`config.mk`:
```
export PLATFORM = sky130hd
export DESIGN_NAME = mmio_subsys_top
export DESIGN_NICKNAME = d
export VERILOG_FILES = /design/src/mmio_pkg.sv /design/src/bus_arbiter.sv /design/src/clint_timer.sv /design/src/dcache_store.sv /design/src/mmio_subsys_top.sv /design/src/uncache_mmio.sv
export VERILOG_INCLUDE_DIRS = /design/src
export SDC_FILE = /design/constraint.sdc
export NUM_CORES = 2
export LEC_CHECK = 0
export BUFFER_PORTS_ARGS = -buffer_cell sky130_fd_sc_hd__buf_2
export CAP_MARGIN = 5
export CORE_ASPECT_RATIO = 2
export CORE_MARGIN = 2
export CORE_UTILIZATION = 45
export DETAILED_ROUTE_END_ITERATION = 6
export MAX_ROUTING_LAYER = met4
export PLACE_DENSITY = 0.68
export SLEW_MARGIN = 20
export SYNTH_ARGS = -nofsm -noshare
export SYNTH_HDL_FRONTEND = slang
export SYNTH_SLANG_ARGS = --single-unit
```
`constraint.sdc`:
```
create_clock -name clk -period 6.5 [get_ports clk]
set_input_delay 0.65 -clock clk [delete_from_list [all_inputs] [get_ports clk]]
set_output_delay 0.65 -clock clk [all_outputs]
set_load 0.1 [all_outputs]
```
`src/mmio_config.svh`:
```
`ifndef MMIO_CONFIG_SVH
`define MMIO_CONFIG_SVH

// ##########################################################################
// Address map of the memory access path.
// ##########################################################################
`define MMIO_CLINT_START        64'h0000_0000_0200_0000 // Core local interruptor.
`define MMIO_CLINT_END          64'h0000_0000_0200_FFFF
`define MMIO_UART_START         64'h0000_0000_1000_0000 // UART registers.
`define MMIO_UART_END           64'h0000_0000_1000_0FFF
`define MMIO_SPICTRL_START      64'h0000_0000_1000_1000 // SPI controller registers.
`define MMIO_SPICTRL_END        64'h0000_0000_1000_1FFF
`define MMIO_SPI_START          64'h0000_0000_3000_0000 // SPI flash, mapped read window.
`define MMIO_SPI_END            64'h0000_0000_3FFF_FFFF

// CLINT register offsets inside the window.
`define MMIO_CLINT_MTIMECMP     16'h4000
`define MMIO_CLINT_MTIME        16'hBFF8

// Direct-mapped, one 64-bit word per line.
`define MMIO_DCACHE_LINES       8

// Access size codes, bytes = 1 << code.
`define MMIO_SIZE_B1            3'd0
`define MMIO_SIZE_B2            3'd1
`define MMIO_SIZE_B4            3'd2
`define MMIO_SIZE_B8            3'd3

`endif

```
`src/mmio_pkg.sv`:
```
`include "mmio_config.svh"

package mmio_pkg;

    // Cache geometry, derived from the line count.
    localparam int DC_IDX_W = $clog2(`MMIO_DCACHE_LINES);
    localparam int DC_TAG_W = 64 - DC_IDX_W - 3;   // 3 bits of byte offset.

    // Request from the load/store unit.
    typedef struct packed {
        logic [63:0] addr;
        logic [63:0] wdata;
        logic [7:0]  mask;                         // Byte lanes.
        logic [2:0]  size;                         // Log2 of the byte count.
        logic        we;
        logic        re;
    } core_req_t;

    typedef struct packed {
        logic [63:0] rdata;
        logic        finish;                       // One cycle per request.
    } core_rsp_t;

    // Wishbone classic master side.
    typedef struct packed {
        logic [63:0] adr;
        logic [63:0] dat_w;
        logic [7:0]  sel;
        logic        we;
        logic        cyc;
        logic        stb;
    } wb_req_t;

    typedef struct packed {
        logic [63:0] dat_r;
        logic        ack;
    } wb_rsp_t;

    // One address word, seen by the cache or by a device.
    typedef union packed {
        struct packed {
            logic [DC_TAG_W-1:0] tag;
            logic [DC_IDX_W-1:0] index;
            logic [2:0]          offset;
        } cache;
        struct packed {
            logic [47:0] page;
            logic [15:0] reg_off;
        } dev;
    } addr_view_u;

endpackage

```
`src/bus_arbiter.sv`:
```
`timescale 1ns/1ns

module bus_arbiter (
    input  logic              clk,
    input  logic              rst,
    input  mmio_pkg::wb_req_t m0_req,   // Uncached device path.
    input  mmio_pkg::wb_req_t m1_req,   // Cache refills and stores.
    output mmio_pkg::wb_rsp_t m0_rsp,
    output mmio_pkg::wb_rsp_t m1_rsp,
    output mmio_pkg::wb_req_t wb_out,
    input  mmio_pkg::wb_rsp_t wb_in
);

    logic [1:0] gnt_q;   // One-hot grant. Zero while the bus is idle.
    logic       release_gnt;

    // The owner has dropped its cycle.
    assign release_gnt = (gnt_q[0] && !m0_req.cyc) || (gnt_q[1] && !m1_req.cyc);

    // ######################################################################
    // Grant register.
    // ######################################################################
    always_ff @(posedge clk) begin
        if (rst) begin
            gnt_q <= 2'b00;
        end else if (gnt_q == 2'b00) begin
            if (m0_req.cyc)      gnt_q <= 2'b01;   // Port 0 has priority.
            else if (m1_req.cyc) gnt_q <= 2'b10;
        end else if (release_gnt) begin
            gnt_q <= 2'b00;                        // Back to idle for one cycle.
        end
    end

    // Granted master drives the bus.
    always_comb begin
        if (gnt_q[0])      wb_out = m0_req;
        else if (gnt_q[1]) wb_out = m1_req;
        else               wb_out = '0;
    end

    // Replies go to the owner only.
    assign m0_rsp.ack   = gnt_q[0] && wb_in.ack;
    assign m0_rsp.dat_r = gnt_q[0] ? wb_in.dat_r : 64'd0;
    assign m1_rsp.ack   = gnt_q[1] && wb_in.ack;
    assign m1_rsp.dat_r = gnt_q[1] ? wb_in.dat_r : 64'd0;

    a_one_grant: assert property (@(posedge clk) disable iff (rst)
        $onehot0(gnt_q));

endmodule

```
`src/clint_timer.sv`:
```
`timescale 1ns/1ns
`include "mmio_config.svh"

module clint_timer (
    input  logic                clk,
    input  logic                rst,
    input  mmio_pkg::core_req_t req,
    output mmio_pkg::core_rsp_t rsp,
    output logic                timer_irq
);

    mmio_pkg::addr_view_u av;
    logic [63:0]          mtime_q;
    logic [63:0]          mtimecmp_q;
    logic [63:0]          wmask;       // Byte lanes widened to bits.
    logic                 hit_cmp, hit_time;
    logic                 init_q;      // First cycle after reset.
    logic                 irq_q;
    logic                 fin_q;
    logic [63:0]          rdata_q;

    assign av       = req.addr;
    assign hit_cmp  = (av.dev.reg_off == `MMIO_CLINT_MTIMECMP);
    assign hit_time = (av.dev.reg_off == `MMIO_CLINT_MTIME);

    always_comb begin
        for (int b = 0; b < 8; b++) begin
            wmask[8*b +: 8] = {8{req.mask[b]}};
        end
    end

    always_ff @(posedge clk) begin
        if (rst) begin
            mtime_q    <= 64'd0;
            mtimecmp_q <= 64'd0;
            init_q     <= 1'b1;
            irq_q      <= 1'b0;
            fin_q      <= 1'b0;
        end else begin
            init_q <= 1'b0;
            fin_q  <= req.we || req.re;                        // One-cycle answer.
            if (req.we && hit_time) mtime_q <= (mtime_q & ~wmask) | (req.wdata & wmask);
            else                    mtime_q <= mtime_q + 64'd1;  // Free running.
            if (init_q) begin
                mtimecmp_q <= '1;                              // Nothing pending.
            end else if (req.we && hit_cmp) begin
                mtimecmp_q <= (mtimecmp_q & ~wmask) | (req.wdata & wmask);
            end
            irq_q <= !init_q && (mtime_q >= mtimecmp_q);
        end
    end

    // Read data. Unknown offsets read zero.
    always_ff @(posedge clk) begin
        if (req.re) rdata_q <= hit_cmp ? mtimecmp_q : (hit_time ? mtime_q : 64'd0);
    end

    assign rsp.rdata  = rdata_q;
    assign rsp.finish = fin_q;
    assign timer_irq  = irq_q;

endmodule

```
`src/dcache_store.sv`:
```
`timescale 1ns/1ns
`include "mmio_config.svh"

module dcache_store (
    input  logic                clk,
    input  logic                rst,
    input  mmio_pkg::core_req_t req,
    input  logic                fence,
    output mmio_pkg::core_rsp_t rsp,
    output mmio_pkg::wb_req_t   bus_req,
    input  mmio_pkg::wb_rsp_t   bus_rsp
);

    localparam int LINES = `MMIO_DCACHE_LINES;

    typedef enum logic [1:0] {S_IDLE, S_REFILL, S_WRITE} state_t;

    state_t                        state_q;
    mmio_pkg::core_req_t           req_q;            // Request under service.
    mmio_pkg::addr_view_u          av_in, av_q;
    logic [mmio_pkg::DC_TAG_W-1:0] tag_q  [LINES];
    logic [63:0]                   data_q [LINES];
    logic [LINES-1:0]              valid_q;
    logic                          hit_in, hit_q;
    logic                          fill_we, merge_we;
    logic [63:0]                   merged;
    logic [63:0]                   rdata_q;
    logic                          fin_q;

    assign av_in = req.addr;
    assign av_q  = req_q.addr;

    // Tag compare for a new request and for the one in flight.
    assign hit_in = valid_q[av_in.cache.index] && (tag_q[av_in.cache.index] == av_in.cache.tag);
    assign hit_q  = valid_q[av_q.cache.index] && (tag_q[av_q.cache.index] == av_q.cache.tag);

    assign fill_we  = (state_q == S_REFILL) && bus_rsp.ack;
    assign merge_we = (state_q == S_WRITE) && bus_rsp.ack && hit_q;   // Write hits only.

    // Byte merge of the store into the cached word.
    always_comb begin
        for (int b = 0; b < 8; b++) begin
            merged[8*b +: 8] = req_q.mask[b] ? req_q.wdata[8*b +: 8]
                                             : data_q[av_q.cache.index][8*b +: 8];
        end
    end

    // ######################################################################
    // Control.
    // ######################################################################
    always_ff @(posedge clk) begin
        if (rst) begin
            state_q <= S_IDLE;
            valid_q <= '0;
            fin_q   <= 1'b0;
        end else begin
            fin_q <= 1'b0;
            case (state_q)
                S_IDLE: begin
                    if (req.re && hit_in) fin_q <= 1'b1;       // Answer from the array.
                    else if (req.re)      state_q <= S_REFILL;
                    else if (req.we)      state_q <= S_WRITE;  // Write-through.
                end
                S_REFILL: if (bus_rsp.ack) begin
                    valid_q[av_q.cache.index] <= 1'b1;
                    fin_q   <= 1'b1;
                    state_q <= S_IDLE;
                end
                S_WRITE: if (bus_rsp.ack) begin
                    fin_q   <= 1'b1;
                    state_q <= S_IDLE;
                end
                default: state_q <= S_IDLE;
            endcase
            if (fence) valid_q <= '0;                          // Invalidate all lines.
        end
    end

    // Array and capture registers.
    always_ff @(posedge clk) begin
        if (state_q == S_IDLE && (req.re || req.we)) req_q <= req;
        if (state_q == S_IDLE && req.re && hit_in) rdata_q <= data_q[av_in.cache.index];
        if (fill_we) begin
            data_q[av_q.cache.index] <= bus_rsp.dat_r;
            tag_q[av_q.cache.index]  <= av_q.cache.tag;
            rdata_q                  <= bus_rsp.dat_r;        // Forward the refill word.
        end
        if (merge_we) data_q[av_q.cache.index] <= merged;
    end

    assign rsp.rdata  = rdata_q;
    assign rsp.finish = fin_q;

    // Bus side on arbiter port 1. Whole aligned word.
    assign bus_req.adr   = {av_q.cache.tag, av_q.cache.index, 3'b000};
    assign bus_req.dat_w = req_q.wdata;
    assign bus_req.sel   = (state_q == S_WRITE) ? req_q.mask : 8'hFF;
    assign bus_req.we    = (state_q == S_WRITE);
    assign bus_req.cyc   = (state_q != S_IDLE);
    assign bus_req.stb   = (state_q != S_IDLE);

    // A refill fill comes from a bus read and answers the core next cycle.
    a_refill_fill: assert property (@(posedge clk) disable iff (rst)
        fill_we |-> (bus_req.cyc && !bus_req.we) ##1 rsp.finish);

endmodule

```
`src/mmio_subsys_top.sv`:
```
`timescale 1ns/1ns

module mmio_subsys_top (
    input  logic                clk,
    input  logic                rst,
    input  mmio_pkg::core_req_t core_req,
    input  logic                fence,
    output mmio_pkg::core_rsp_t core_rsp,
    output mmio_pkg::wb_req_t   wb_out,
    input  mmio_pkg::wb_rsp_t   wb_in,
    output logic                timer_irq
);

    // Control to cache.
    mmio_pkg::core_req_t cache_req;
    logic                cache_fence;
    mmio_pkg::core_rsp_t cache_rsp;
    // Arbiter ports.
    mmio_pkg::wb_req_t   m0_req, m1_req;
    mmio_pkg::wb_rsp_t   m0_rsp, m1_rsp;
    // Control to timer.
    mmio_pkg::core_req_t timer_req;
    mmio_pkg::core_rsp_t timer_rsp;

    uncache_mmio uncache_mmio_i (
        .clk         (clk),
        .rst         (rst),
        .core_req    (core_req),
        .fence       (fence),
        .core_rsp    (core_rsp),
        .cache_req   (cache_req),
        .cache_fence (cache_fence),
        .cache_rsp   (cache_rsp),
        .bus_req     (m0_req),
        .bus_rsp     (m0_rsp),
        .timer_req   (timer_req),
        .timer_rsp   (timer_rsp)
    );

    dcache_store dcache_store_i (
        .clk     (clk),
        .rst     (rst),
        .req     (cache_req),
        .fence   (cache_fence),
        .rsp     (cache_rsp),
        .bus_req (m1_req),
        .bus_rsp (m1_rsp)
    );

    bus_arbiter bus_arbiter_i (
        .clk    (clk),
        .rst    (rst),
        .m0_req (m0_req),
        .m1_req (m1_req),
        .m0_rsp (m0_rsp),
        .m1_rsp (m1_rsp),
        .wb_out (wb_out),
        .wb_in  (wb_in)
    );

    clint_timer clint_timer_i (
        .clk       (clk),
        .rst       (rst),
        .req       (timer_req),
        .rsp       (timer_rsp),
        .timer_irq (timer_irq)
    );

endmodule

```
`src/uncache_mmio.sv`:
```
`timescale 1ns/1ns
`include "mmio_config.svh"

module uncache_mmio (
    input  logic                clk,
    input  logic                rst,
    input  mmio_pkg::core_req_t core_req,
    input  logic                fence,
    output mmio_pkg::core_rsp_t core_rsp,
    output mmio_pkg::core_req_t cache_req,
    output logic                cache_fence,
    input  mmio_pkg::core_rsp_t cache_rsp,
    output mmio_pkg::wb_req_t   bus_req,
    input  mmio_pkg::wb_rsp_t   bus_rsp,
    output mmio_pkg::core_req_t timer_req,
    input  mmio_pkg::core_rsp_t timer_rsp
);

    typedef enum logic [1:0] {S_IDLE, S_ROUTE, S_WAIT, S_DONE} state_t;
    typedef enum logic [1:0] {R_CACHE, R_BUS, R_TIMER} route_t;

    state_t               state_q, state_d;
    route_t               route_q, route_d;
    logic                 req_valid;
    logic                 in_clint, in_dev;
    mmio_pkg::addr_view_u av;
    logic [2:0]           off_aligned;   // Byte offset after size alignment.
    logic [63:0]          rdata_q;       // Captured device read data.
    logic                 bus_active;
    logic                 sub_finish;

    assign req_valid = core_req.we || core_req.re;

    // ######################################################################
    // Window decode.
    // ######################################################################
    assign in_clint = (core_req.addr >= `MMIO_CLINT_START) && (core_req.addr <= `MMIO_CLINT_END);
    assign in_dev   = ((core_req.addr >= `MMIO_UART_START) && (core_req.addr <= `MMIO_UART_END))
                   || ((core_req.addr >= `MMIO_SPICTRL_START)
                       && (core_req.addr <= `MMIO_SPICTRL_END))
                   || ((core_req.addr >= `MMIO_SPI_START) && (core_req.addr <= `MMIO_SPI_END));
    assign route_d  = in_clint ? R_TIMER : (in_dev ? R_BUS : R_CACHE);   // Else cacheable.

    // Align the device address down to the access size.
    assign av = core_req.addr;
    always_comb begin
        case (core_req.size)
            `MMIO_SIZE_B1: off_aligned = av.cache.offset;
            `MMIO_SIZE_B2: off_aligned = {av.cache.offset[2:1], 1'b0};
            `MMIO_SIZE_B4: off_aligned = {av.cache.offset[2], 2'b00};
            default:       off_aligned = 3'b000;               // Doubleword.
        endcase
    end

    // ######################################################################
    // Request FSM.
    // ######################################################################
    assign sub_finish = (route_q == R_CACHE) ? cache_rsp.finish : timer_rsp.finish;

    always_comb begin
        state_d = state_q;
        case (state_q)
            S_IDLE:  if (req_valid) state_d = S_ROUTE;      // Route latched here.
            S_ROUTE: state_d = S_WAIT;                      // Command issued.
            S_WAIT: begin
                if (route_q == R_BUS) begin
                    if (bus_rsp.ack) state_d = S_DONE;      // Finish follows the ack.
                end else if (sub_finish) begin
                    state_d = S_DONE;
                end
            end
            default: state_d = S_IDLE;                      // Core drops its request.
        endcase
    end

    always_ff @(posedge clk) begin
        if (rst) begin
            state_q <= S_IDLE;
            route_q <= R_CACHE;
        end else begin
            state_q <= state_d;
            if (state_q == S_IDLE) route_q <= route_d;      // Decode once per request.
        end
    end

    always_ff @(posedge clk) begin
        if (bus_active && bus_rsp.ack) rdata_q <= bus_rsp.dat_r;
    end

    // Cache and timer see a one-cycle command.
    assign cache_req   = (state_q == S_ROUTE && route_q == R_CACHE) ? core_req : '0;
    assign timer_req   = (state_q == S_ROUTE && route_q == R_TIMER) ? core_req : '0;
    assign cache_fence = fence && !req_valid && (state_q == S_IDLE);

    // Device access on arbiter port 0.
    assign bus_active    = (state_q == S_WAIT) && (route_q == R_BUS);
    assign bus_req.adr   = {av.cache.tag, av.cache.index, off_aligned};
    assign bus_req.dat_w = core_req.wdata;
    assign bus_req.sel   = core_req.mask;
    assign bus_req.we    = core_req.we;
    assign bus_req.cyc   = bus_active;
    assign bus_req.stb   = bus_active;

    always_comb begin
        core_rsp.finish = ((state_q == S_WAIT) && (route_q != R_BUS) && sub_finish)
                       || ((state_q == S_DONE) && (route_q == R_BUS));
        case (route_q)
            R_BUS:   core_rsp.rdata = rdata_q;
            R_TIMER: core_rsp.rdata = timer_rsp.rdata;
            default: core_rsp.rdata = cache_rsp.rdata;
        endcase
    end

    // A finish answers a held request and lasts one cycle.
    a_finish_held: assert property (@(posedge clk) disable iff (rst)
        core_rsp.finish |-> req_valid ##1 !core_rsp.finish);

    a_stb_cyc: assert property (@(posedge clk) disable iff (rst)
        bus_req.stb |-> bus_req.cyc);

    // The strobed cycle holds its address until the ack.
    a_bus_hold: assert property (@(posedge clk) disable iff (rst)
        (bus_req.stb && !bus_rsp.ack) |=> bus_req.stb && $stable(bus_req.adr));

endmodule
```
# [Yosys cells after proc, flatten, opt, wreduce, memory -nomap -nowiden]
# Memory sizes are Yosys's and may differ from the RTL's. A register that Yosys moved wholly into a read port is not among the register bits.
# Index checks and enable logic that the tools add are counted.
[totals] n_memories=2 input_bits=209 out_inout_bits=205 ramBits=976 wordCells=203 register_bits=473
[memory_table] memory="dcache_store_i.data_q" depth=8 width=64 read_ports=1 rd_ports_with_merged_regs=0 write_ports=1 line_no="dcache_store.sv:22" rtl="logic [63:0] data_q [LINES];"
[memory_table] memory="dcache_store_i.tag_q" depth=8 width=58 read_ports=2 rd_ports_with_merged_regs=1 write_ports=1 line_no="dcache_store.sv:21" rtl="logic [mmio_pkg::DC_TAG_W-1:0] tag_q [LINES];"
[classes] muxes=63 n_eq_ne=29 reduce_logical=64 n_bitwise=15 n_lt_le_gt_ge=12 add_sub_neg=1
[ops] operator="$mux 64" count=8
[ops] operator="$mux 139" count=2
[ops] operator="$and 64x64->64" count=3
[ops] operator="$mux 141" count=1
[ops] operator="$mux 8" count=17
[ops] operator="$ge 64x29->1 const B" count=2
[ops] operator="$le 64x29->1 const B" count=2
[ops] operator="$or 64x64->64" count=2
[ops] operator="$pmux 64 s2" count=1
[ops] operator="$eq 58x58->1" count=2
[ops] operator="$mux 93" count=1
[ops] operator="$add 64x1->64 const B" count=1
[ops] operator="$ge 64x26->1 const B" count=1
[ops] operator="$ge 64x30->1 const B" count=1
[ops] operator="$ge 64x64->1" count=1
[ops] operator="$le 64x26->1 const B" count=1
[ops] operator="$le 64x30->1 const B" count=1
[ops] operator="$not 64->64" count=1
[ops] operator="$logic_and 1x1->1" count=30
[ops] operator="$mux 2" count=13
[ops] operator="$reduce_and 2->1" count=10
[ops] operator="$eq 16x15->1 const B" count=1
[ops] operator="$eq 16x16->1 const B" count=1
[ops] operator="$mux 1" count=12
[ops] operator="27 further kinds" count=69

# [Logic depth before layout (Yosys ltp)]
[logic_depth] word_depth=9 depth_mapped=16 mapped_depth_nobuf=13

# [Modules after synthesis]
# Synthesis repeated with hierarchy kept, for this count alone.
[unflattened] hier_cells=4835 hier_area_um2=70323.7
[by_module_without_submodules] mod="dcache_store" seq_area_each_um2=35504.1 area_each_um2=50633.6 cells_each=2546 n_inst=1
[by_module_without_submodules] mod="clint_timer" seq_area_each_um2=4544.4 area_each_um2=10697.8 cells_each=1142 n_inst=1
[by_module_without_submodules] mod="uncache_mmio" seq_area_each_um2=2001.9 area_each_um2=6586.3 cells_each=823 n_inst=1
[by_module_without_submodules] mod="bus_arbiter" seq_area_each_um2=40.0 area_each_um2=2406.1 cells_each=324 n_inst=1

# [Worst setup path before layout]
# Ideal clock, no wire load.
[synth_timing] path_type="register to register" start="register uncache_mmio_i.state_q[1]" end="register dcache_store_i.req_q (netlist bit dcache_store_i.av_q[10]), enable pin" n_path_buf=5 setup_ns=0.485 period_less_slack_ns=5.155 path_stages_with_launch=12 path_slack_ns=1.345 required_time_ns=6.015 arrival_time_ns=4.669 cell_sequence="dfxtp_1 > inv_1 > ha_1 > clkbuf_1 > nand2_1 > clkbuf_1 > clkbuf_1 > buf_1 > clkbuf_1 > nor2_1 > nand2_1 > inv_1"
[synth_via] elab_chain_len=5
[synth_lines] element="start: declaration" line_no="uncache_mmio.sv:22" rtl="state_t state_q, state_d;"
[synth_lines] element="start signal: assignment" line_no="uncache_mmio.sv:81" rtl="state_q <= state_d;"
[synth_lines] element="$eq 2x1->1" line_no="uncache_mmio.sv:91" rtl="assign cache_req = (state_q == S_ROUTE && route_q == R_CACHE) ? core_req : '0;"
[synth_lines] element="$logic_and 1x1->1" line_no="uncache_mmio.sv:91"
[synth_lines] element="$mux 141" line_no="uncache_mmio.sv:91"
[synth_lines] element="$logic_or 1x1->1" line_no="dcache_store.sv:81" rtl="if (state_q == S_IDLE && (req.re || req.we)) req_q <= req;"
[synth_lines] element="$logic_and 1x1->1" line_no="dcache_store.sv:81"
[synth_lines] element="end signal: assignment" line_no="dcache_store.sv:81"
[synth_lines] element="end: declaration" line_no="dcache_store.sv:19" rtl="mmio_pkg::core_req_t req_q;"
# No other way between the ends.
# A chain may end at the register's enable or synchronous reset.

==> results.md <==
* Rows at 203
* Fin crit period at 5500 ps
* Synthesized net count at 5773
* Logic pwr share at 0.258
* Initial antenna violation count at 25
* Vias/cell at 6.71
* Crit path cell chain: buf_12 -> mux4_2 -> mux2i_1 -> xnor2_1 -> nor3_1 -> nand3_1 -> nor4_4 -> buf_4 -> nand2_2 -> a21oi_1
* Setup TNS at 0 ps
* Sw Pwr at 9.37 mW
* RSZ-0062 raised after global routing: false
* Hold slack at 164 ps
* Die Width at 281 um
* Initial DRC Count at 8856
* WP depth at 10
* Port Buffers at 413
* Max incr delay on CP at 840 ps
* Initial core utilization at 0.452
* Total number of vias at 52.4k
* Commonest non-fill, non-tap cells in the layout: 1301 x edfxtp_1, 482 x nand2_1, 409 x buf_2
* Internal at 17.9 mW
* Sequential element share of the synthesized area at 0.611
* Reg area at 42100 um^2
* Failing checks: design-rule violations
* Drt total wl at 249000 um
* Pleak at 28.3 nW
* Buf+Inv Stages, Crit Path at 2
* Number of max-cap violations at 0
* Setup-failing EPs final at 0
* Cell area after synthesis at 68800 um^2
* Top Family by Delay on Critical Path: simple AND/OR/NAND/NOR gates
* VDD IR max at 0.252 mV
* Overall die height at 557 um
* Critical Path Source Type: flop
* Worst path arrival time at 5910 ps
* Max Fanout on Critical Path at 28
* First-pass GRT wire length at 352000 um
* Slew @ Worst Pin at 1210 ps
* Slowest CP cell: a21oi_1
* Filler instances at 12.8k
* Crit path kind: flop to flop
* Number of global-route vias before repair at 48.5k
* DRT Pass-1 Iters at 7
* Synth warnings at 0
* Fin crit share at 0.847
* Clk_skew at 44.7 ps
* GP Congestion at 1.02
* IO Pins at 414
* Clk sinks at 1452
* Achievable clock frequency at 182 MHz
* Final Non-Filler Cells at 7808
* Cells after Synth at 5488
* Power per Cell Area at 350 nW/um^2
* Layout overhead on the synthesized area at 12.8%
* H-tree lvl count at 4
* Core area at 152000 um^2
* Nets at 6018
* Max Slew Vio Count at 0
* Layout cells sized above 1 at 0.174
* Switching Share at 0.344
* All-layer global routing usage at 0.320
* Top FF cell, synth: edfxtp_1
* #FFs+latches synth at 1452
* Rel. slew slack at 0.184
* CTS clk-pin slew, worst paths at 70 ps
* Largest net degree at the start of global routing at 212
* Post-route ant nets at 0
* Cts repair resizes at 0
* Status: finished with violations
* CP Data Required Time at 6900 ps
* Synth cell types at 81
* Worst reg2reg path depth at 10
* Post-CTS setup buffers at 0
* Crit. End Element: flop
* Mean Syn Cell Area at 12.5 um^2
* DRC at 1
* Hold path cells at 3
* Multi-input logic area at 24600 um^2
* Flop pwr share at 0.427
* Post-DR wirelength/cell at 31.9 um
* Clock power share at 0.315
* CTS buffer count at 140
* Clk_lat worst skew at 800 ps
* Total grt overflow at 0
* CTS Hold Bufs at 0
* DP Cell Count at 7538
* Root buffer cell: clkbuf_16
* HPWL Detailed at 168000 um
* Clock tree buffer depth at 4
* Final Power at 27.2 mW
* Hold Crit Class: primary input to flop
* TritonCTS clock tree: built
* DIE AREA at 156000 um^2
* Most common cell after layout, fill and taps aside: edfxtp_1
* Final hold vios at 0
* Async S/R FF share, synth at 0
* Number of synthesized flops with an enable pin at 1301
[metrics by stage]
step | instance area (um^2) | setup slack (ps) | utilization
after CTS | 77600 | 1190 | 0.509
final | 77700 | 997 | 0.510
after floorplan | 68800 | 1350 | -
after global placement | 72900 | 1230 | 0.478
after global routing | 77700 | 869 | 0.510
after detailed placement | 72900 | 1200 | 0.479
[cell usage after synthesis, drive strengths merged, types with 40 or more instances]
cell type | instances | area, um^2
edfxtp | 1301 | 39100
nand2 | 492 | 1870
nor2 | 369 | 1390
nand3 | 323 | 1620
clkbuf | 297 | 1120
a21oi | 289 | 1450
a22o | 198 | 1730
mux4 | 188 | 4230
mux2i | 185 | 1850
inv | 179 | 672
dfxtp | 151 | 3020
and3 | 140 | 876
buf | 123 | 557
a31oi | 108 | 676
o21ai | 95 | 475
a22oi | 90 | 676
o22ai | 90 | 563
and2 | 83 | 519
ha | 76 | 951
nand4 | 65 | 407
nor3 | 62 | 310
a21o | 51 | 383
xnor2 | 45 | 394
xor2 | 40 | 350
[routing by layer]
| layer | routed length [um] | global-route usage |
|---|---|---|
| met1 | 97000 | 0.446 |
| met4 | 9190 | 0.106 |
| met5 | 0 | - |
| met3 | 38400 | 0.100 |
| met2 | 105000 | 0.443 |
[power by group through the flow]
stage	Clock [mW]	Sequential, mW	Combinational, mW
after floorplan	0	11.3	4.65
after global placement	0	11.8	6.73
after detailed placement	0	11.8	6.80
after CTS	8.59	11.6	6.84
after global routing	8.91	11.7	7.26
final	8.56	11.6	7.03
[worst register-to-register path, delay by kind of cell (launching register included)]
kind	cells	cell delay, ps
AND/OR/NAND/NOR	4	1740
flip-flops	1	750
multiplexers	2	790
buffers and inverters	2	730
XOR/XNOR	1	270
AO/OA/AOI/OAI	1	850
[path summary, 6_finish.rpt]
kind | end | slack [ps] | startpoint
worst min register to register | dcache_store_i.valid_q[5]$_SDFFE_PP0P_ | 480 | dcache_store_i.valid_q[5]$_SDFFE_PP0P_
worst min-delay path | clint_timer_i.mtimecmp_q[30]$_SDFFE_PP0P_ | 160 | core_req[43]
worst max-delay path | dcache_store_i.data_q[3][8]$_DFFE_PP_ | 1000 | flop
worst max register to register | dcache_store_i.data_q[3][8]$_DFFE_PP_ | 1000 | flop
[registers in the layout, summed over array words and instances, names as in the netlist, named ones only]
register and count:
clint_timer_i.rdata_q 64, dcache_store_i.bus_req 64, uncache_mmio_i.rdata_q 64, clint_timer_i.mtimecmp_q 64, dcache_store_i.state_q 2, clint_timer_i.init_q 1, dcache_store_i.valid_q 8, dcache_store_i.rdata_q 64
dcache_store_i.fin_q 1, dcache_store_i.req_q 8, clint_timer_i.fin_q 1, dcache_store_i.data_q 512, dcache_store_i.tag_q 464, clint_timer_i.timer_irq 1, uncache_mmio_i.route_q 2, dcache_store_i.av_q 61
bus_arbiter_i.gnt_q 2, uncache_mmio_i.state_q 2
[area by class of cell]
cell class                 instances  area share
clock inverter                    77      0.0106
sequential                      1452       0.542
multi-input combinational       3437       0.317
inverter                         179     0.00880
timing repair buffer             523      0.0399
tap                             1947      0.0314
clock buffer                     170      0.0497
antenna                           23    0.000741
[cell families (layout without fill, tap and decap cells)]
kind of cell | after synthesis | count (layout) | share of synthesized area
compound gates | 1182 | 1182 | 0.119
buf+inv | 599 | 949 | 0.0341
simple gates | 1686 | 1686 | 0.117
mux | 408 | 408 | 0.0941
flops | 1452 | 1452 | 0.611
fa+ha+maj | 76 | 76 | 0.0138
xor+xnor | 85 | 85 | 0.0108
other cells | 0 | 23 | 0
Note: power is estimated with default switching activity, not from simulation.
